**src/design/fv_pkg.sv**
```systemverilog
// sizes, address types and bank FSM states shared by the feature-vector SRAM blocks
package fv_pkg;

    localparam int NUM_BANKS          = 4;
    localparam int NUM_EDGE_PE        = 4;
    localparam int FV_BANDWIDTH       = 16;
    localparam int FV_INFO_BANK_WIDTH = 10;
    localparam int SRAM_DEPTH         = 256;
    localparam int MAX_FV_NUM         = 8;
    localparam int FIFO_DEPTH         = 8;

    // derived widths
    localparam int BANK_SEL_WIDTH  = $clog2(NUM_BANKS);
    localparam int BANK_ADDR_WIDTH = $clog2(SRAM_DEPTH);
    localparam int PE_TAG_WIDTH    = $clog2(NUM_EDGE_PE);
    localparam int FV_NUM_WIDTH    = $clog2(MAX_FV_NUM) + 1;
    localparam int FIFO_PTR_WIDTH  = $clog2(FIFO_DEPTH);

    typedef logic [FV_BANDWIDTH-1:0]       fv_data_t;
    typedef logic [FV_INFO_BANK_WIDTH-1:0] fv_addr_t;
    typedef logic [BANK_ADDR_WIDTH-1:0]    bank_addr_t;
    typedef logic [BANK_SEL_WIDTH-1:0]     bank_sel_t;
    typedef logic [PE_TAG_WIDTH-1:0]       pe_tag_t;

    // burst length, 1 to MAX_FV_NUM
    typedef logic [FV_NUM_WIDTH-1:0] fv_num_t;

    typedef enum logic [1:0] {
        BANK_IDLE,
        BANK_READ,
        BANK_DRAIN
    } bank_state_t;

endpackage

```
**src/design/fv_ifs.sv**
```systemverilog
// bank-to-SRAM port and bank-to-bus stream interfaces used inside the feature-vector subsystem
`timescale 1ns/1ps

// cen and wen active low
interface fv_sram_if;
    import fv_pkg::*;

    logic       cen;
    logic       wen;
    bank_addr_t a;
    fv_data_t   d;

    modport bank (output cen, output wen, output a, output d);
    modport sram (input cen, input wen, input a, input d);

endinterface


```
**src/design/fv_sram.sv**
```systemverilog
// behavioral single-port 256x16 bank SRAM, registered read output
`timescale 1ns/1ps

module fv_sram (
    input  logic              clk,
    fv_sram_if.sram           sram,
    output fv_pkg::fv_data_t  q
);
    import fv_pkg::*;

    fv_data_t mem [SRAM_DEPTH];

    always_ff @(posedge clk) begin
        if (!sram.cen) begin
            if (!sram.wen)
                mem[sram.a] <= sram.d;
            else
                q <= mem[sram.a];
        end
    end

endmodule

```
**src/flat_wrapper.sv**
```systemverilog
// flat-port wrapper written by rule: the top's interface ports become plain ports
module fv_sram_flat import fv_pkg::*;
  (clk, q, sram_cen, sram_wen, sram_a, sram_d);
  fv_sram_if sram_i ();
  input  logic clk;
  output fv_pkg::fv_data_t q;
  input wire logic [$bits(sram_i.cen)-1:0] sram_cen;
  input wire logic [$bits(sram_i.wen)-1:0] sram_wen;
  input wire logic [$bits(sram_i.a)-1:0] sram_a;
  input wire logic [$bits(sram_i.d)-1:0] sram_d;
  assign sram_i.cen = sram_cen;
  assign sram_i.wen = sram_wen;
  assign sram_i.a = sram_a;
  assign sram_i.d = sram_d;
  fv_sram u_core (.clk(clk), .sram(sram_i), .q(q));
endmodule
```
**config.mk**
```make
export PLATFORM = sky130hd
export DESIGN_NAME = fv_sram_flat
export DESIGN_NICKNAME = d
export VERILOG_FILES = /design/src/design/fv_pkg.sv /design/src/design/fv_ifs.sv /design/src/design/fv_sram.sv /design/src/flat_wrapper.sv
export SDC_FILE = /design/constraint.sdc
export NUM_CORES = 2
export LEC_CHECK = 0
export ABC_CLOCK_PERIOD_IN_PS = 3600
export BUFFER_PORTS_ARGS = -buffer_cell sky130_fd_sc_hd__buf_2
export CORE_MARGIN = 1.5
export CORE_UTILIZATION = 35
export CTS_BUF_LIST = sky130_fd_sc_hd__clkbuf_16
export DETAILED_ROUTE_END_ITERATION = 7
export SYNTH_ARGS = -nofsm -noshare
export SYNTH_HDL_FRONTEND = slang
export SYNTH_SLANG_ARGS = --single-unit
```
**constraint.sdc**
```tcl
create_clock -name clk -period 3.6 [get_ports clk]
set_input_delay 0.18 -clock clk [delete_from_list [all_inputs] [get_ports clk]]
set_output_delay 0.18 -clock clk [all_outputs]
set_load 0.02 [all_outputs]
```
==> impl_results.md <==
- Status: finished with violations
- Failing checks: max-capacitance violations, max-slew violations
- Setup TNS: 0 ps
- Slowest stage delay, CP: approximately 1400 ps
- Worst slew pin tran: between 1500 and 2000 ps
- Max rail drop VDD: about 0.45 mV
- Die span in x: 669.0 um
- Port bufs: 42
- Fin util: between 40% and 50%
- CTS clock-pin slew for the worst setup and hold paths: approximately 60 ps
- CTS Hold Bufs: 20
- Cell Pwr Density: roughly 550 mW/mm^2
- Core Region: ~0.44 mm^2
- Final HPWL DP: 256.0 mm
- Crit path launch type: register
- Area after DPL: 0.1685 mm^2
- Setup Buffers After CTS: 0
- Min Tclk post-route: about 3400 ps
- Total Wirelength: between 400 and 500 mm
- Sequential share of the synthesized area: approximately 80%
- Gr ovfl total: 0
- Starting DRT DRC Count: ~11k
- Finish-stage setup viols: 0
- Final #Nets: between 7k and 8k
- RD Place Congestion: slightly above 0.8
- Critical path class: reg -> reg
- Worst skew pair latency: ~960 ps
- Share of cells above drive strength 1: between 30% and 40%
- Worst Setup End Kind: register
- RSZ-0062 raised after global routing: no
- Initial core utilization: roughly a third
- Syn nets: between 6k and 7k
- CP max stage cell: o41ai_1
- Crit Path Max Fanout: 1
- Fin crit share: 95.75%
- Design area: roughly 0.18 mm^2
- Initial antenna violation count: 32
- Tot Pwr: ~0.1 W
- Normalized max-slew margin: -4.404%
- Synth Instances: between 6k and 7k
- Data required, critical path: approximately 4300 ps
- Seq cells post-synth: ~4.1k
- Final antenna-violating net count: 0
- Worst Hold Slack: around 160 ps
- Site row count: around 240
- Layout Area Growth over Synthesis: 17.21%
- First-pass GRT wire length: 595.5 mm
- Clock root buffer: clkbuf_16
- Max Buffers Root-to-Sink: 4
- I/O pin count: 43
- Via density: 5.564
- Drt wl/cell: a little over 30 um
- WP data arrival: a little over 4000 ps
- GRT Util Overall: between 10% and 20%
- Fin Clk Skew: around 43 ps
- CP Cell Sequence: mux4_2 > a22oi_1 > a21oi_1 > o41ai_1 > buf_4 > nand4_1
- Library cells used by synthesis: 20
- Htree depth: 5
- Mapped cell area: 0.1553 mm^2
- Syn. warnings: 0
- Die footprint: around 0.45 mm^2
- CTS resizes: 0
- Inserted Clock Buffers: a little over 400
- CTS tree: yes
- Via Count: 76.67k
- Hold Path Class: in -> reg
- Leak: approximately 56 nW
- Largest net degree at the start of global routing: between 100 and 150
- DRC: 0
- Clock sinks: 4112
- Max Fclk: approximately 0.29 GHz
- Pre-antenna DRT Iters: 5
- Max Slew Vio Count: 2
- Vias in the first global route: 77.23k
- Syn_area_per_cell: about 23 um^2
- Fin. Hold Viols: 0
- Die Y: between 600 and 700 um
- Max-Cap Viols: 1
==> report_power, final <==
part	switching (W)	leakage [nW]	internal, W
logic	0.00303	12.7	0.00170
clock network	0.0182	6.81	0.0238
registers	0.0000469	37.0	0.0527
total	0.0213	56.5	0.0783
==> kinds of logic (layout without fill, tap and decap cells) <==
logic type	after synthesis	in the layout	share of synthesized area, %
DFF	4112	4112	79.53
muxes	1024	1024	14.85
AOI/OAI and AO/OA	832	832	3.662
buffers and inverters	412	1545	1.105
and+or+nand+nor	324	324	0.8454
other	0	39	0
==> stage by stage <==
stage	cells	worst slack, ps
2_1_floorplan	6704	805.5
3_3_place_gp	12968	-967.1
3_5_place_dp	12971	-690.2
4_1_cts	13740	215.4
5_1_grt	13772	273.3
6_report	13780	152.8
==> sequential cells by signal (all words and copies together) (netlist names) <==
signal,count
u_core.mem,4096
u_core.q,16
==> worst max-delay path: cells and delay by family, from the launching register on <==
kind                   cells  cell delay (ps)
AO/OA/AOI/OAI              3             1860
multiplexers               1              520
flip-flops                 1              370
buffers and inverters      1              280
AND/OR/NAND/NOR            1              110
==> per-layer routing <==
metal,up-vias,global-route usage (%),share of wire (%)
met2,3651,29.66,48
met1,41751,26.20,41
met4,14,5.798,3.1
li1,30631,-,-
met5,-,0,0.019
met3,624,3.012,8.3
==> layout by cell type (no fill, tap or decap), types with 4 or more instances in the layout <==
master / Yosys / final
nand4_1: 16 / 16
edfxtp_1: 4112 / 4112
inv_16: 0 / 6
nor2_2: 0 / 13
buf_4: 11 / 629
buf_12: 0 / 104
clkinvlp_4: 0 / 8
clkinv_4: 0 / 5
dlygate4sd3_1: 0 / 20
a22oi_1: 512 / 512
clkbuf_16: 0 / 414
inv_1: 0 / 85
clkinv_8: 0 / 5
nand2_1: 29 / 12
o41ai_2: 0 / 28
diode_2: 0 / 39
nand3_1: 4 / 4
inv_6: 0 / 10
a21oi_1: 256 / 256
nor2b_2: 0 / 4
bufinv_16: 0 / 40
clkinv_1: 0 / 90
buf_8: 0 / 17
o41ai_1: 64 / 36
nand2_2: 0 / 16
mux4_2: 1024 / 1024
clkinv_2: 0 / 79
buf_2: 102 / 26
nor2_1: 259 / 245
clkinv_16: 0 / 7
==> synthesized netlist by cell type, drive strengths merged <==
master | count | area share [%]
a21oi | 256 | 0.83
a22oi | 512 | 2.5
and2 | 2 | 0.0081
and4bb | 1 | 0.0081
buf | 144 | 0.46
clkbuf | 268 | 0.65
edfxtp | 4112 | 80
mux4 | 1024 | 15
nand2 | 29 | 0.070
nand2b | 2 | 0.0081
nand3 | 4 | 0.013
nand4 | 16 | 0.064
nor2 | 259 | 0.63
nor2b | 7 | 0.028
nor4 | 1 | 0.0040
nor4b | 2 | 0.011
o41ai | 64 | 0.36
or2 | 1 | 0.0040
==> cell type report <==
type,instances,area (um^2)
Fill cell,37961,259800
Antenna cell,39,97.59
Sequential cell,4112,123500
Clock inverter,335,2856
Timing Repair Buffer,796,7390
Clock buffer,414,10360
Tap cell,5904,7387
Multi-Input combinational cell,2180,30400
==> worst paths after layout <==
path                       endpoint  slack, ps  depth (start not counted)                           from
max reg2reg   u_core.q[1]$_DFFE_PP_        150                          6   u_core.mem[115][1]$_DFFE_PP_
min reg2reg  u_core.q[12]$_DFFE_PP_       1060                          5  u_core.mem[180][12]$_DFFE_PP_
max           u_core.q[1]$_DFFE_PP_        150                          6   u_core.mem[115][1]$_DFFE_PP_
min           u_core.q[5]$_DFFE_PP_        160                          5                      sram_a[7]
No activity file was read; power rests on OpenSTA's default activity.
