<file path="src/design/fv_pkg.sv">
// sizes, address types and bank FSM states shared by the feature-vector SRAM blocks
package fv_pkg;

    localparam int NUM_BANKS          = 4;
    localparam int NUM_EDGE_PE        = 4;
    localparam int FV_BANDWIDTH       = 16;
    localparam int FV_INFO_BANK_WIDTH = 10;
    localparam int SRAM_DEPTH         = 256;
    localparam int MAX_FV_NUM         = 8;
    localparam int FIFO_DEPTH         = 8;

    // derived widths
    localparam int BANK_SEL_WIDTH  = $clog2(NUM_BANKS);
    localparam int BANK_ADDR_WIDTH = $clog2(SRAM_DEPTH);
    localparam int PE_TAG_WIDTH    = $clog2(NUM_EDGE_PE);
    localparam int FV_NUM_WIDTH    = $clog2(MAX_FV_NUM) + 1;
    localparam int FIFO_PTR_WIDTH  = $clog2(FIFO_DEPTH);

    typedef logic [FV_BANDWIDTH-1:0]       fv_data_t;
    typedef logic [FV_INFO_BANK_WIDTH-1:0] fv_addr_t;
    typedef logic [BANK_ADDR_WIDTH-1:0]    bank_addr_t;
    typedef logic [BANK_SEL_WIDTH-1:0]     bank_sel_t;
    typedef logic [PE_TAG_WIDTH-1:0]       pe_tag_t;

    // burst length, 1 to MAX_FV_NUM
    typedef logic [FV_NUM_WIDTH-1:0] fv_num_t;

    typedef enum logic [1:0] {
        BANK_IDLE,
        BANK_READ,
        BANK_DRAIN
    } bank_state_t;

endpackage

</file>
<file path="src/design/fv_sync_fifo.sv">
// request FIFO, first word falls through to rdata so the memory controller sees the head at once
`timescale 1ns/1ps

module fv_sync_fifo (
    input  logic              clk,
    input  logic              reset,
    input  logic              winc,
    input  fv_pkg::fv_addr_t  wdata_addr,
    input  fv_pkg::pe_tag_t   wdata_tag,
    input  logic              rinc,
    output logic              wfull,
    output logic              rempty,
    output fv_pkg::fv_addr_t  rdata_addr,
    output fv_pkg::pe_tag_t   rdata_tag
);
    import fv_pkg::*;

    fv_addr_t                  addr_mem [FIFO_DEPTH];
    pe_tag_t                   tag_mem  [FIFO_DEPTH];
    logic [FIFO_PTR_WIDTH-1:0] wr_ptr;
    logic [FIFO_PTR_WIDTH-1:0] rd_ptr;
    logic [FIFO_PTR_WIDTH:0]   count;
    logic                      do_wr;
    logic                      do_rd;

    assign wfull  = (count == (FIFO_PTR_WIDTH + 1)'(FIFO_DEPTH));
    assign rempty = (count == '0);
    assign do_wr  = winc && !wfull;
    assign do_rd  = rinc && !rempty;

    assign rdata_addr = addr_mem[rd_ptr];
    assign rdata_tag  = tag_mem[rd_ptr];

    always_ff @(posedge clk) begin
        if (do_wr) begin
            addr_mem[wr_ptr] <= wdata_addr;
            tag_mem[wr_ptr]  <= wdata_tag;
        end
    end

    // pointers wrap on their own, depth is a power of two
    always_ff @(posedge clk) begin
        if (reset) begin
            wr_ptr <= '0;
            rd_ptr <= '0;
            count  <= '0;
        end else begin
            if (do_wr)
                wr_ptr <= wr_ptr + 1'b1;
            if (do_rd)
                rd_ptr <= rd_ptr + 1'b1;
            case ({do_wr, do_rd})
                2'b10:   count <= count + 1'b1;
                2'b01:   count <= count - 1'b1;
                default: count <= count;
            endcase
        end
    end

    // source must hold off on wfull
    a_no_write_full: assert property (@(posedge clk) disable iff (reset) winc |-> !wfull);
    // controller only pops a present head
    a_no_read_empty: assert property (@(posedge clk) disable iff (reset) rinc |-> !rempty);

endmodule

</file>
<file path="config.mk">
export PLATFORM = sky130hd
export DESIGN_NAME = fv_sync_fifo
export DESIGN_NICKNAME = d
export VERILOG_FILES = /design/src/design/fv_pkg.sv /design/src/design/fv_sync_fifo.sv
export SDC_FILE = /design/constraint.sdc
export NUM_CORES = 1
export LEC_CHECK = 0
export BUFFER_PORTS_ARGS = -buffer_cell sky130_fd_sc_hd__buf_4
export CORE_MARGIN = 2
export CORE_UTILIZATION = 40
export CTS_BUF_LIST = sky130_fd_sc_hd__clkbuf_16
export CTS_CLUSTER_DIAMETER = 100
export DETAILED_ROUTE_END_ITERATION = 16
export SYNTH_ARGS = -nofsm -noshare
export SYNTH_HDL_FRONTEND = slang
export SYNTH_SLANG_ARGS = --single-unit
</file>
<file path="constraint.sdc">
create_clock -name clk -period 3.3 [get_ports clk]
set_input_delay 0 -clock clk [delete_from_list [all_inputs] [get_ports clk]]
set_output_delay 0 -clock clk [all_outputs]
set_load 0.1 [all_outputs]
</file>
==> flow_summary.ini, run 1 <==
[synthesis]
synth_fa_ha_area_share_pct = 1.44
synthSimpleGateAreaFrac_pct = 4.74
ys_seq_area_share_pct = 72.1
synth_area_leader_cell = edfxtp_1
synthCells = 213
synth_compound_area_share_pct = 1.23
synth_fp_nets = 234
synth.mux.area_fraction_pct = 17.0
synth.distinct_cells = 34
yosysWarnings = 0
synth_top_family_by_area = multiplexers
synth.most_common_cell = edfxtp_1
synth-edff-count = 96
synth_top_area_share_pct = 66.1
synthTopCellsByArea = edfxtp_1, mux4_2, dfxtp_1
synth_flop_cell = edfxtp_1
synth_common_cells = edfxtp_1, mux4_2, dfxtp_1, mux2_2, nor2_1
synth_xor_area_share_pct = 1.58
synth_area_per_cell_um2 = 20.5
ys_ff_latch = 109
syn_area_mm2 = 0.00436
synthArstFlopShare_pct = 0

[worst_hold_path]
min_delay_worst_endpoint = wr_ptr[2]
min_path_cells = 4
worstHoldStart = winc
min_path_type = in -> reg

[layout]
stdcell_count = 411
fillers = 958
area_growth_pct = 19.0
nNetsFinal = 288
drive_gt1_share_pct = 34.3
finalCoreUtilization_pct = 48.3
multi_input_area_mm2 = 0.00116
regArea_mm2 = 0.00314
fin_area_mm2 = 0.00519
diodes = 0

[floorplanning]
dieArea_mm2 = 0.0117
core_area_mm2 = 0.0107
start_util_pct = 40.6
io_pins = 30
die_x_um = 108
die_h_um = 108
std_cell_rows = 38

[global_routing]
overflow = 0
grt_max_degree = 25
grt_pass1_vias = 2135
grtUsageTotal_pct = 14.2
antenna_found_initial = 0
grt_pass1_wl_um = 11900

[timing]
finalWorstSetupSlack_ps = 795
min_period_ps = 2500
hold_viol = 0
slew_viol_final = 0
holdWs_ps = 34.5
slew_headroom_pct = 51.6
skew_ps = 7.38
worst_slew_pin_slew_ps = 724
grt_setup_unrepaired = false
finalCritPeriodShare_pct = 75.9
fmax_mhz = 399
setup_violations = 0
fin_tns_setup_ps = 0

[routing]
drc_errors = 0
routed_wl_um = 7470
vias_per_cell = 5.11
route.antenna.remaining_nets = 0
dr.pass1.iters = 6
drtIter0Drc = 110
num_vias = 2099
wl_per_cell_um = 18.2

[flow_run]
maxCapViolCount = 0

[cts]
cts_tree = built
clockBufferDepth = 2
clk_pin_slew_ps = 70
holdBufCountCts = 14
cts_setup_buffers = 0
ctsResizeCount = 0
cts_buffers = 9
cts.sink_count = 109
cts-root-buf = clkbuf_16
insertion_delay_ps = 330
h-tree-depth = 3

[setup_path]
path_max_fanout = 8
crit_path_start_kind = flip-flop
endpoint_kind = flip-flop
rr_startpoint = count[1]
r2r_cells = 9
r2r_slack_ps = 800
critPathKind = reg -> reg
crit_arrival_ps = 2770
required_ps = 3570
r2r_end = count[2]

[outcome]
status = finished, final reports clean

[pwr]
switchingPower_mw = 1.58
ir_worst_vdd_mv = 0.677
p_seq_share_pct = 39.8
p_sw_share_pct = 37.4
power.total_mw = 4.23
pwr-share-clk_pct = 22.7
combinationalPowerShare_pct = 37.5
power.density_mw_per_mm2 = 816
p_leak_nw = 1.74
power.internal_mw = 2.65

[place]
gp_congestion = 0.746
dp.cells = 382
place_area_mm2 = 0.00478
dp_slack_ps = 827
portBuffers = 29
hpwlAfterDp_um = 4500
-- worst max-delay path by stage --
stage                      to  startpoint  slack [ps]
2_1_floorplan  addr_mem[0][0]    count[0]         900
6_report             count[2]    count[1]         800
3_3_place_gp         count[2]    count[1]         880
4_1_cts              count[2]    count[1]         790
3_5_place_dp         count[2]    count[1]         830
5_1_grt              count[2]    count[1]         670
-- cell families (layout without fill, tap and decap cells) --
group	after synthesis	after routing
compound gates	8	8
mux	39	39
fa+ha+maj	5	5
simple gates	34	34
xor+xnor	7	7
flops	109	109
buf+inv	11	69
-- placed cells by master (no fill, tap or decap), types with 4 or more instances in the layout --
cell	Yosys	final
ha_1	5	5
clkbuf_16	0	9
buf_4	0	39
nor3_2	0	4
dfxtp_1	13	13
mux4_1	9	9
dlygate4sd3_1	0	14
mux4_2	15	15
nor2_1	12	12
xor2_1	5	5
mux2_2	13	13
edfxtp_1	96	96
a21oi_1	4	4
-- sequential cells by signal, summed over array words and instances (netlist names), named ones only --
| signal | count |
|---|---|
| count | 4 |
| wr_ptr | 3 |
| rd_ptr | 3 |
| tag_mem | 16 |
| addr_mem | 80 |
-- power by group through the flow --
stage          Sequential, mW  Combinational (mW)  Clock, mW
2_1_floorplan            1.70                1.33          0
5_1_grt                  1.70                1.68       1.04
6_report                 1.69                1.59      0.961
4_1_cts                  1.69                1.61      0.988
3_5_place_dp             1.72                1.59          0
3_3_place_gp             1.71                1.58          0
-- per-layer routing --
metal  vias up  wire length (um)  GRT usage (%)
li1        976                 -              -
met1      1084              3440           19.4
met2        31              3700           22.8
met4         0               101           4.95
met5         -                 0              0
met3         8               225           3.01
-- area by class of cell --
class,count,area share [%]
Tap cell,140,3.38
Sequential cell,109,60.6
Clock buffer,9,4.34
Multi-Input combinational cell,93,22.5
Timing Repair Buffer,53,8.35
Inverter,1,0.0724
Clock inverter,6,0.796
-- worst max-delay path, stage by stage, from the launching register on --
cell,delay (ps)
dfxtp_1,390
or4b_4,630
nand2_8,150
ha_1,270
xor2_1,170
ha_1,150
a21oi_1,40
xor2_1,160
or3_1,300
a21oi_1,150
(Power assumes the default switching activity.)
==> run 2: changes to the inputs <==
==> constraint.sdc (replaced) <==
create_clock -name clk -period 2.17 [get_ports clk]
set_input_delay 0 -clock clk [delete_from_list [all_inputs] [get_ports clk]]
set_output_delay 0 -clock clk [all_outputs]
set_load 0.1 [all_outputs]
==> run 2 against run 1 <==
  * The run now ends with setup timing left
  * Register-to-register slack got worse by 820 ps
  * Core utilization rose by 1.7 points
  * Highest routed layer unchanged
  * Fmax rose by 14%
  * Global-route usage rose by 0.30 points
  * Sequential cell count did not move
  * Die area did not move
  * Sequential share of layout area fell by 2.1 points
  * Hold slack got worse by 1.9 ps
  * Worst setup slack got worse by 820 ps
==> flow_summary.ini, run 2 (synthesized netlist as in run 1, its figures left out) <==
[timing]
min_period_ps = 2190
slew_viol_final = 0
skew_ps = 4.84
hold_viol = 0
fmax_mhz = 457
worst_slew_pin_slew_ps = 653
setup_violations = 1
grt_setup_unrepaired = true
holdWs_ps = 32.6
finalCritPeriodShare_pct = 101
slew_headroom_pct = 56.3
finalWorstSetupSlack_ps = -20.3
fin_tns_setup_ps = -20.3

[layout]
finalCoreUtilization_pct = 50.0
fin_area_mm2 = 0.00537
diodes = 0
largest_reg_flops = 80
stdcell_count = 423
nNetsFinal = 301
top_regs = addr_mem (80), tag_mem (16), count (4)
fillers = 900
final_cell_mix = edfxtp_1, buf_4, mux4_2, dlygate4sd3_1, mux2_2
regMostFlops = addr_mem
final_common_cell = edfxtp_1
drive_gt1_share_pct = 39.6
area_growth_pct = 23.3

[routing]
num_vias = 2140
drtIter0Drc = 84
vias_per_cell = 5.06
route.antenna.remaining_nets = 0
routed_wl_um = 7740
wl_per_cell_um = 18.3
drc_errors = 0
dr.pass1.iters = 4

[setup_path]
path_delay_family = simple AND/OR/NAND/NOR gates
slowest_stage = or4b_4
path_common_cell = a21oi_2
endpoint_kind = flip-flop
crit_path_start_kind = flip-flop
cpPeakStageDelay_ps = 580
critPathBufInv = 0
path_cells = or4b_4, nand2_8, ha_4, xor2_2, ha_2, a21oi_2, xor2_1, or3_1, a21oi_2
critPathKind = reg -> reg
required_ps = 2440
crit_arrival_ps = 2460
path_max_fanout = 3

[floorplanning]
die_h_um = 108
start_util_pct = 40.6
core_area_mm2 = 0.0107
std_cell_rows = 38
die_x_um = 108
dieArea_mm2 = 0.0117
io_pins = 30

[global_routing]
grt_pass1_vias = 2251
grt_pass1_wl_um = 12000
overflow = 0
grt_util_met2_pct = 23.9
grtUsageTotal_pct = 14.5
antenna_found_initial = 0
use_met1_pct = 18.6
busiest_layer = met2
grt_max_degree = 25
use_met3_pct = 2.41

[place]
place_area_mm2 = 0.00489
gp_congestion = 0.725
dp_slack_ps = -123
dp.cells = 393
portBuffers = 29
hpwlAfterDp_um = 4690

[pwr]
ir_worst_vdd_mv = 0.974
p_leak_nw = 1.83
power.total_mw = 6.83
power.density_mw_per_mm2 = 1270

[cts]
cts-root-buf = clkbuf_16
h-tree-depth = 3
cts_buffers = 9
cts.sink_count = 109
insertion_delay_ps = 340
cts_tree = built
clockBufferDepth = 2
clk_pin_slew_ps = 70

[flow_run]
maxCapViolCount = 0

[worst_hold_path]
min_path_type = in -> reg

[outcome]
violations = setup timing
status = complete, but fails checks
==> run 2: cell count changes in the layout (fill, tap and decap cells not counted), sizes merged <==
cell	change
clkinv	-4
bufinv	+2
buf	+13
inv	+1
==> run 2: cell type report <==
class | count | area (um^2) | share of cell area (%)
sequential | 109 | 3140 | 58.5
tap | 140 | 175 | 3.26
clock buffer | 9 | 225 | 4.19
clock inverter | 5 | 78.8 | 1.47
timing repair buffer | 66 | 543 | 10.1
multi-input combinational | 93 | 1200 | 22.4
inverter | 1 | 3.75 | 0.0698
==> run 2: final timing paths <==
path                     to      start  cells after the start  slack [ps]
setup / recovery   count[2]   count[0]                      9         -20
hold / removal    wr_ptr[2]       winc                      4          30
setup reg to reg   count[2]   count[0]                      9         -20
hold reg to reg   flip-flop  rd_ptr[2]                      2         540
==> run 2: layer usage <==
metal  part of all wire (%)  vias to the layer above
li1                       -                      990
met4                    2.3                        0
met1                     46                     1109
met3                    2.2                       11
met2                     50                       30
met5                      0                        -
==> run 2: tightest hold or removal path: stages <==
cell     delay (ps)
buf_4           140
nand3_2          60
xor2_1           60
nor2_1           70
==> run 2: power by group <==
| part | leakage (nW) | internal, mW | switching (mW) |
|---|---|---|---|
| Combinational | 0.705 | 0.931 | 1.71 |
| Clock | 0.145 | 0.993 | 0.675 |
| Sequential | 0.978 | 2.46 | 0.0608 |
==> run 2: what timing repair did <==
item | 4_1_cts | 5_1_grt
setup buffers | 2 | 0
setup endpoints to repair | 2 | 4
resized for setup | 4 | 3
pin swaps | 5 | 0
hold buffers | 14 | 0
hold endpoints to repair | 108 | 0
