[src/design/fv_pkg.sv]
// sizes, address types and bank FSM states shared by the feature-vector SRAM blocks
package fv_pkg;

    localparam int NUM_BANKS          = 4;
    localparam int NUM_EDGE_PE        = 4;
    localparam int FV_BANDWIDTH       = 16;
    localparam int FV_INFO_BANK_WIDTH = 10;
    localparam int SRAM_DEPTH         = 256;
    localparam int MAX_FV_NUM         = 8;
    localparam int FIFO_DEPTH         = 8;

    // derived widths
    localparam int BANK_SEL_WIDTH  = $clog2(NUM_BANKS);
    localparam int BANK_ADDR_WIDTH = $clog2(SRAM_DEPTH);
    localparam int PE_TAG_WIDTH    = $clog2(NUM_EDGE_PE);
    localparam int FV_NUM_WIDTH    = $clog2(MAX_FV_NUM) + 1;
    localparam int FIFO_PTR_WIDTH  = $clog2(FIFO_DEPTH);

    typedef logic [FV_BANDWIDTH-1:0]       fv_data_t;
    typedef logic [FV_INFO_BANK_WIDTH-1:0] fv_addr_t;
    typedef logic [BANK_ADDR_WIDTH-1:0]    bank_addr_t;
    typedef logic [BANK_SEL_WIDTH-1:0]     bank_sel_t;
    typedef logic [PE_TAG_WIDTH-1:0]       pe_tag_t;

    // burst length, 1 to MAX_FV_NUM
    typedef logic [FV_NUM_WIDTH-1:0] fv_num_t;

    typedef enum logic [1:0] {
        BANK_IDLE,
        BANK_READ,
        BANK_DRAIN
    } bank_state_t;

endpackage

[src/design/fv_mem_cntl.sv]
// pops the request FIFO head and dispatches it to its bank once both bank and PE tag are free
`timescale 1ns/1ps

module fv_mem_cntl (
    input  logic                             clk,
    input  logic                             reset,
    input  logic                             rempty,
    input  fv_pkg::fv_addr_t                 rdata_addr,
    input  fv_pkg::pe_tag_t                  rdata_tag,
    input  logic [fv_pkg::NUM_BANKS-1:0]     bank_busy,
    output logic                             rinc,
    output logic [fv_pkg::NUM_BANKS-1:0]     start,
    output fv_pkg::bank_addr_t               start_addr,
    output fv_pkg::pe_tag_t                  start_tag
);
    import fv_pkg::*;

    bank_sel_t            head_bank;
    bank_addr_t           head_addr;
    pe_tag_t              serving_tag [NUM_BANKS];
    logic [NUM_BANKS-1:0] occupied;
    logic                 tag_hit;

    assign head_bank = rdata_addr[BANK_SEL_WIDTH-1:0];
    assign head_addr = rdata_addr[FV_INFO_BANK_WIDTH-1:BANK_SEL_WIDTH];

    // a start in flight counts as busy since the bank raises busy a cycle later
    assign occupied = bank_busy | start;

    always_comb begin
        tag_hit = 1'b0;
        for (int b = 0; b < NUM_BANKS; b++) begin
            if (occupied[b] && (serving_tag[b] == rdata_tag))
                tag_hit = 1'b1;
        end
    end

    assign rinc = !rempty && !occupied[head_bank] && !tag_hit;

    always_ff @(posedge clk) begin
        if (reset)
            start <= '0;
        else
            start <= rinc ? (NUM_BANKS'(1) << head_bank) : '0;
    end

    always_ff @(posedge clk) begin
        if (rinc) begin
            start_addr             <= head_addr;
            start_tag              <= rdata_tag;
            serving_tag[head_bank] <= rdata_tag;
        end
    end

    // the addressed bank must turn busy right after its start
    a_start_taken: assert property (@(posedge clk) disable iff (reset)
        (start != '0) |=> ((bank_busy & $past(start)) != '0));

endmodule

[config.mk]
export PLATFORM = sky130hd
export DESIGN_NAME = fv_mem_cntl
export DESIGN_NICKNAME = d
export VERILOG_FILES = /design/src/design/fv_pkg.sv /design/src/design/fv_mem_cntl.sv
export SDC_FILE = /design/constraint.sdc
export NUM_CORES = 1
export LEC_CHECK = 0
export ABC_AREA = 1
export BUFFER_PORTS_ARGS = -buffer_cell sky130_fd_sc_hd__buf_4
export CAP_MARGIN = 10
export CORE_MARGIN = 2
export CORE_UTILIZATION = 47
export DETAILED_ROUTE_END_ITERATION = 12
export PLACE_DENSITY = 0.76
export SLEW_MARGIN = 10
export SYNTH_ARGS = -nofsm -noshare
export SYNTH_HDL_FRONTEND = slang
export SYNTH_SLANG_ARGS = --single-unit
[constraint.sdc]
create_clock -name clk -period 2.4 [get_ports clk]
set_input_delay 0.72 -clock clk [delete_from_list [all_inputs] [get_ports clk]]
set_output_delay 0.72 -clock clk [all_outputs]
set_load 0.005 [all_outputs]
==> results of run 1 <==
stage by stage:
step                TNS, ns  setup slack (ns)  area, sq um
CTS                       0            0.0508         1250
detailed placement        0            0.0602         1230
global placement          0            0.0995         1230
finish                    0            0.0516         1290
floorplan                 0             0.131          948
global route        -0.0563           -0.0563         1290
worst reg2reg max path: stages, from the launching register on:
cell and delay, ns:
sky130_fd_sc_hd__edfxtp_1 0.38, sky130_fd_sc_hd__inv_1 0.07, sky130_fd_sc_hd__nand2_1 0.05, sky130_fd_sc_hd__nand2_1 0.06, sky130_fd_sc_hd__nor2_1 0.04, sky130_fd_sc_hd__nand2_1 0.05, sky130_fd_sc_hd__nand2_1 0.06, sky130_fd_sc_hd__nor2_2 0.14
sky130_fd_sc_hd__nand2_2 0.11, sky130_fd_sc_hd__buf_4 0.15, sky130_fd_sc_hd__nor2_1 0.19
cell families (layout without fill, tap and decap cells):
kind of cell / after synthesis / after routing / share of synthesized area (%)
AND/OR/NAND/NOR: 54 / 54 / 25.7
buffers and inverters: 18 / 59 / 7.92
flip-flops: 22 / 22 / 65.4
XOR/XNOR: 1 / 1 / 0.924
power by group through the flow:
stage	Combinational, uW	Sequential [uW]	Clock (uW)
2_1_floorplan	40.8	441	0
6_report	104	432	165
5_1_grt	114	433	183
4_1_cts	93.1	432	172
3_5_place_dp	92.6	441	0
3_3_place_gp	90.5	440	0
how the worst min path moves through the flow:
stage	start	end	depth (start not counted)
floorplan	serving_tag[3][0]	start[0]	7
global placement	serving_tag[3][0]	start[1]	7
detailed placement	serving_tag[3][0]	start[2]	7
CTS	rdata_addr[5]	start_addr[3]	1
global route	rdata_addr[3]	start_addr[1]	1
finish	rdata_addr[3]	start_addr[1]	1
metal layers:
metal	vias to the layer above	share of wire (%)	wire length (microns)	track usage, %
met4	0	0.56	10	5.71
met1	331	40	707	15.4
li1	377	-	-	-
met3	4	5.6	100	3.07
met5	-	0	0	0
met2	25	54	957	28.5
final cells by class:
| class | count | area, sq um |
|---|---|---|
| well taps | 27 | 33.8 |
| clock buffers | 4 | 26.3 |
| multi-input cells | 55 | 258 |
| inverters | 17 | 66.3 |
| fillers | 160 | 652 |
| flip-flops and latches | 22 | 621 |
| repair buffers | 38 | 285 |
repair_timing:
action,4_1_cts,5_1_grt
resized for setup,0,3
endpoints found under the setup margin,0,1
buffers inserted,0,4
cells in the final DEF, fill, tap and decap left out:
master / count
sky130_fd_sc_hd__edfxtp_1: 18
sky130_fd_sc_hd__clkbuf_1: 1
sky130_fd_sc_hd__nand3_2: 4
sky130_fd_sc_hd__nand2_1: 22
sky130_fd_sc_hd__inv_2: 1
sky130_fd_sc_hd__xnor2_1: 1
sky130_fd_sc_hd__nor3_4: 1
sky130_fd_sc_hd__inv_4: 1
sky130_fd_sc_hd__nor2_1: 23
sky130_fd_sc_hd__nand3_1: 1
sky130_fd_sc_hd__inv_1: 15
sky130_fd_sc_hd__clkbuf_4: 3
sky130_fd_sc_hd__nand2_2: 2
sky130_fd_sc_hd__nor2_2: 1
sky130_fd_sc_hd__dfxtp_1: 4
sky130_fd_sc_hd__buf_4: 38
flip-flops by register name, indices dropped and copies added, names as in the netlist:
register / count
serving_tag: 8
start: 4
start_addr: 8
start_tag: 2
==> impl_summary.txt, run 1 <==
----------------------------------------------------
[Outcome]
  Outcome ... finished, final reports clean

[Die]
  Effective utilization at floorplan ... 48.8%
  Num ports ... 34
  Die area ... 2390 sq um
  Die width ... 48.9 microns
  DIE HEIGHT ... 48.9 microns
  Number of placement rows ... 16
  Core Region ... 1940 sq um

[Critical path]
  Worst Setup Path Type ... in2out
  Critical-path cell list ... buf_4, inv_1, nand2_1, nand2_1, nand3_2, nor3_4, nand2_2, inv_2, buf_4
  Family of cells with the greatest summed delay on the critical path ... simple AND/OR/NAND/NOR gates
  Cell at the slowest stage of the critical path ... sky130_fd_sc_hd__nor3_4
  Worst setup SP type ... primary input
  Worst setup path endpoint ... rinc
  Critical path fanouts, max ... 4
  Worst endpoint required time ... 1.68 ns
  Cell depth of the worst flop-to-flop path ... 10
  Critical Path Stages ... 9
  Worst flop-to-flop path startpoint ... serving_tag[2][0]
  Critical path endpoint category ... output port
  Worst Setup SP ... bank_busy[0]
  Arrival time at the worst endpoint ... 1.63 ns
  Buf/Inv on CP ... 4
  Worst reg2reg endpoint ... serving_tag[1][0]
  Minimum setup slack among reg-to-reg paths ... 0.80 ns
  Slowest cell delay on critical path ... 0.21 ns

[STA]
  Actual transition at the worst max-transition pin ... 0.229 ns
  Hold slack final ... 0.590 ns
  Count of pins over their slew limit ... 0
  Fin Clk Skew ... 0.00251 ns
  Minimum period implied by the final worst setup slack ... 2.35 ns
  Post-route fraction of the period consumed by the critical path ... 97.8%
  Number of failing setup endpoints in the final timing report ... 0
  Number of hold violations in the final report ... 0
  Tightest slew margin relative to the limit ... 84.7%
  Highest clock frequency the design can meet ... 426 MHz

[Drt]
  Vias per cell ... 4.52
  Count of routing violations after the opening detailed-route iteration ... 12
  Total Wirelength ... 1.78 mm
  Drc violations ... 0
  Via count ... 737
  First-pass iteration count of the detailed router ... 4
  Post-detailed-route count of antenna-violating nets ... 0
  Average routed wire per standard cell ... 10.9 microns

[Synth]
  Library cells used by synthesis ... 13
  Mapped Cells ... 95
  Number of flops mapped to enable cells by yosys ... 18
  Top flip-flop cell by instance count after synthesis ... sky130_fd_sc_hd__edfxtp_1
  Most instantiated library cell after synthesis ... sky130_fd_sc_hd__nor2_1
  Synthesized net count ... 114
  Top cell type's share of synthesized area ... 57.0%
  Synth warn ... 0
  Cell type contributing the most total cell area after synthesis ... sky130_fd_sc_hd__edfxtp_1
  Flip-flop and latch count after synthesis ... 22
  Most numerous cell types in the synthesized netlist ... 23 x sky130_fd_sc_hd__nor2_1, 22 x sky130_fd_sc_hd__nand2_1, 18 x sky130_fd_sc_hd__edfxtp_1, 16 x sky130_fd_sc_hd__inv_1, 4 x sky130_fd_sc_hd__dfxtp_1
  Syn avg cell area ... 9.98 sq um
  Proportion of synthesized chip area in sequential cells ... 65.4%
  Synthesized area ... 948 sq um
  Share of flip-flops with an asynchronous set or reset after synthesis ... 0%
  Largest cells by area after synthesis ... sky130_fd_sc_hd__edfxtp_1 57%, sky130_fd_sc_hd__nor2_1 9.1%, sky130_fd_sc_hd__nand2_1 8.7%

[Global route]
  Maximum number of pins on one net before global-route repair ... 13
  Overall global routing resource usage ... 14.8%
  Global-route wire length before repair ... 2.68 mm
  Via count of the first global-routing pass ... 675
  Overflow after GRT ... 0
  Number of antenna violations at the first check in global routing ... 0

[CTS]
  Clock transition at the register clock pins on the worst setup and hold paths after CTS ... 0.11 ns
  Max Buffers Root-to-Sink ... 2
  Total number of H-tree levels ... 1
  CTS Root Buffer Type ... sky130_fd_sc_hd__clkbuf_4
  Clock tree from TritonCTS ... done
  TritonCTS Buffers ... 3
  Post-CTS Hold Fix Bufs ... 0
  Clock latency at the later pin of the worst-skew pair ... 0.30 ns
  Total number of clock tree sinks ... 22

[Power and ir drop]
  Peak supply drop ... 0.000404 V
  Net switching power ... 154 uW
  Comb pwr share ... 14.8%
  Power per unit of standard cell area ... 543 nW/um^2
  Sequential power share ... 61.6%
  Internal portion of total power ... 546 uW
  Post-layout power ... 701 uW
  Switching share of power ... 22.0%
  Clock power share ... 23.6%
  Leakage power of the design ... 0.000604 uW

[Layout]
  Core occupancy in the finished layout ... 66.4%
  Layout overhead on the synthesized area ... 36.0%
  Final cell count without fillers ... 163
  Antenna cells ... 0
  Share of post-route cells with drive strength above 1 ... 37.5%
  Fin nets ... 156

[Min path]
  Type of the most critical hold path ... in2reg

[Placement]
  Placed Cells incl. Taps ... 155
  Last weighted congestion value of the routability-driven placer ... 0.818
  Post-DP HPWL ... 1.35 mm
  PortBufs ... 33

[Flow run]
  Max-Cap Viols ... 0

----------------------------------------------------
Note: power is estimated with default switching activity, not from simulation.
==> run 2: changes to the inputs <==
Settings changed: CORE_ASPECT_RATIO from default to 1.1.
==> run 2 against run 1 <==
- maximum frequency increased by 1.6%
- clock skew increased by 0.0027 ns
- utilization increased by 1.0 points
- setup slack improved by 0.037 ns
- first-iteration DRC count increased by 17%
- register-to-register slack improved by 0.03 ns
- global-route usage increased by 2.0 points
- critical path type unchanged
==> impl_summary.txt, run 2 (synthesis results as in run 1) <==
----------------------------------------------------
[Layout]
  Largest registers ranked by flip-flop count ... serving_tag: 8 flops, start_addr: 8 flops, start: 4 flops
  Commonest non-fill, non-tap cells in the layout ... 38 x sky130_fd_sc_hd__buf_4, 22 x sky130_fd_sc_hd__nor2_1, 22 x sky130_fd_sc_hd__nand2_1, 18 x sky130_fd_sc_hd__edfxtp_1, 15 x sky130_fd_sc_hd__inv_1
  Core occupancy in the finished layout ... 67.5%
  Fin nets ... 156
  Layout overhead on the synthesized area ... 39.2%
  Most common library cell in the layout ignoring fill and taps ... sky130_fd_sc_hd__buf_4
  Share of post-route cells with drive strength above 1 ... 39.0%
  Antenna cells ... 0

[Drt]
  Total Wirelength ... 1.82 mm
  Average routed wire per standard cell ... 11.1 microns
  Vias per cell ... 4.59
  Drc violations ... 0
  Post-detailed-route count of antenna-violating nets ... 0
  Via count ... 752
  First-pass iteration count of the detailed router ... 2
  Count of routing violations after the opening detailed-route iteration ... 14

[Power and ir drop]
  Power per unit of standard cell area ... 616 nW/um^2
  Clock power share ... 34.1%
  Internal portion of total power ... 650 uW
  Sequential power share ... 53.0%
  Comb pwr share ... 12.9%
  Peak supply drop ... 0.000472 V
  Post-layout power ... 814 uW
  Leakage power of the design ... 0.000617 uW
  Net switching power ... 163 uW
  Switching share of power ... 20.1%

[Outcome]
  Outcome ... finished, final reports clean

[CTS]
  Total number of clock tree sinks ... 22
  CTS Root Buffer Type ... sky130_fd_sc_hd__clkbuf_4
  TritonCTS Buffers ... 3
  Total number of H-tree levels ... 1
  Clock tree from TritonCTS ... done
  Clock latency at the later pin of the worst-skew pair ... 0.30 ns
  Max Buffers Root-to-Sink ... 2
  Clock transition at the register clock pins on the worst setup and hold paths after CTS ... 0.12 ns
  Post-CTS Hold Fix Bufs ... 0

[STA]
  Highest clock frequency the design can meet ... 433 MHz
  Unrepaired setup endpoints after global routing ... no
  Count of pins over their slew limit ... 0
  Number of hold violations in the final report ... 0
  Sum of negative setup slack ... 0 ns
  Minimum period implied by the final worst setup slack ... 2.31 ns
  Fin Clk Skew ... 0.00518 ns
  Number of failing setup endpoints in the final timing report ... 0
  Tightest slew margin relative to the limit ... 86.4%
  Post-route fraction of the period consumed by the critical path ... 96.3%
  Actual transition at the worst max-transition pin ... 0.203 ns

[Critical path]
  Cell at the slowest stage of the critical path ... sky130_fd_sc_hd__buf_4
  Critical path endpoint category ... output port
  Critical-path cell list ... buf_4, inv_4, nand2_1, nand2_1, nor2_1, nand2_1, nand2_1, nor2_2, nand2_2, inv_2, buf_4
  Cell repeated most along the worst path ... sky130_fd_sc_hd__nand2_1
  Critical path fanouts, max ... 9
  Worst setup SP type ... primary input
  Worst Setup Path Type ... in2out
  Worst endpoint required time ... 1.68 ns
  Arrival time at the worst endpoint ... 1.59 ns
  Slowest cell delay on critical path ... 0.15 ns

[Global route]
  Overflow after GRT ... 0
  Maximum number of pins on one net before global-route repair ... 14
  Number of antenna violations at the first check in global routing ... 0
  Global-route wire length before repair ... 2.74 mm
  Overall global routing resource usage ... 16.8%
  Via count of the first global-routing pass ... 693

[Placement]
  Post-DP HPWL ... 1.35 mm
  PortBufs ... 33
  Last weighted congestion value of the routability-driven placer ... 0.776

[Die]
  Die width ... 46.8 microns
  Die area ... 2390 sq um
  DIE HEIGHT ... 51.1 microns
  Core Region ... 1960 sq um
  Effective utilization at floorplan ... 48.5%
  Num ports ... 34
  Number of placement rows ... 17

[Min path]
  Type of the most critical hold path ... in2reg

[Flow run]
  Max-Cap Viols ... 0

----------------------------------------------------
-- run 2: changes by cell type in the layout (fill, tap and decap cells not counted), sizes merged --
| cell | delta |
|---|---|
| bufinv | +1 |
| clkbuf | -1 |
-- run 2: cell type report --
cell class	count	area (sq um)
Tap cell	28	35.0
Fill cell	165	637
Multi-Input combinational cell	55	260
Clock buffer	3	22.5
Timing Repair Buffer	38	285
Inverter	17	66.3
Clock inverter	1	30.0
Sequential cell	22	621
-- run 2: metal layers --
metal / up-vias / GRT usage, % / share of wire [%]
met1: 341 / 18.5 / 38
li1: 375 / - / -
met4: 0 / 11.6 / 4.1
met3: 8 / 2.83 / 4.4
met5: - / 0 / 0
met2: 28 / 28.1 / 54
-- run 2: timing repair --
item / in CTS / in global routing
buffers inserted: 0 / 4
gates resized for setup: 0 / 4
setup endpoints to repair: 0 / 1
-- run 2: final timing paths --
| check | from | end | slack, ns | cells past startpoint |
|---|---|---|---|---|
| setup reg to reg | serving_tag[2][0] | serving_tag[0][0] | 0.83 | 10 |
| hold / removal | rdata_addr[6] | start_addr[4] | 0.58 | 1 |
| setup / recovery | rdata_tag[1] | rinc | 0.09 | 11 |
| hold reg to reg | serving_tag[3][0] | start[0] | 0.91 | 8 |
-- run 2: power by group through the flow --
stage	clock (uW)	sequential, uW	combinational (uW)
2_1_floorplan	0	441	40.8
3_3_place_gp	0	440	90.8
3_5_place_dp	0	440	93.2
4_1_cts	285	432	94.2
5_1_grt	295	433	114
6_report	277	432	105
-- run 2: metrics by stage --
step / hold WS (ns) / instance area (sq um) / worst slack, ns / cells
finish: 0.584 / 1320 / 0.0882 / 164
global route: 0.567 / 1320 / 0.00380 / 164
CTS: 0.575 / 1280 / 0.0170 / 160
detailed placement: 0.777 / 1230 / 0.0670 / 156
global placement: 0.757 / 1230 / 0.0847 / 156
floorplan: 0.721 / 948 / 0.131 / 95
-- run 2: critical path, delay by kind of cell --
family	cells	cell delay, ns
buffers and inverters	4	0.38
and+or+nand+nor	7	0.49
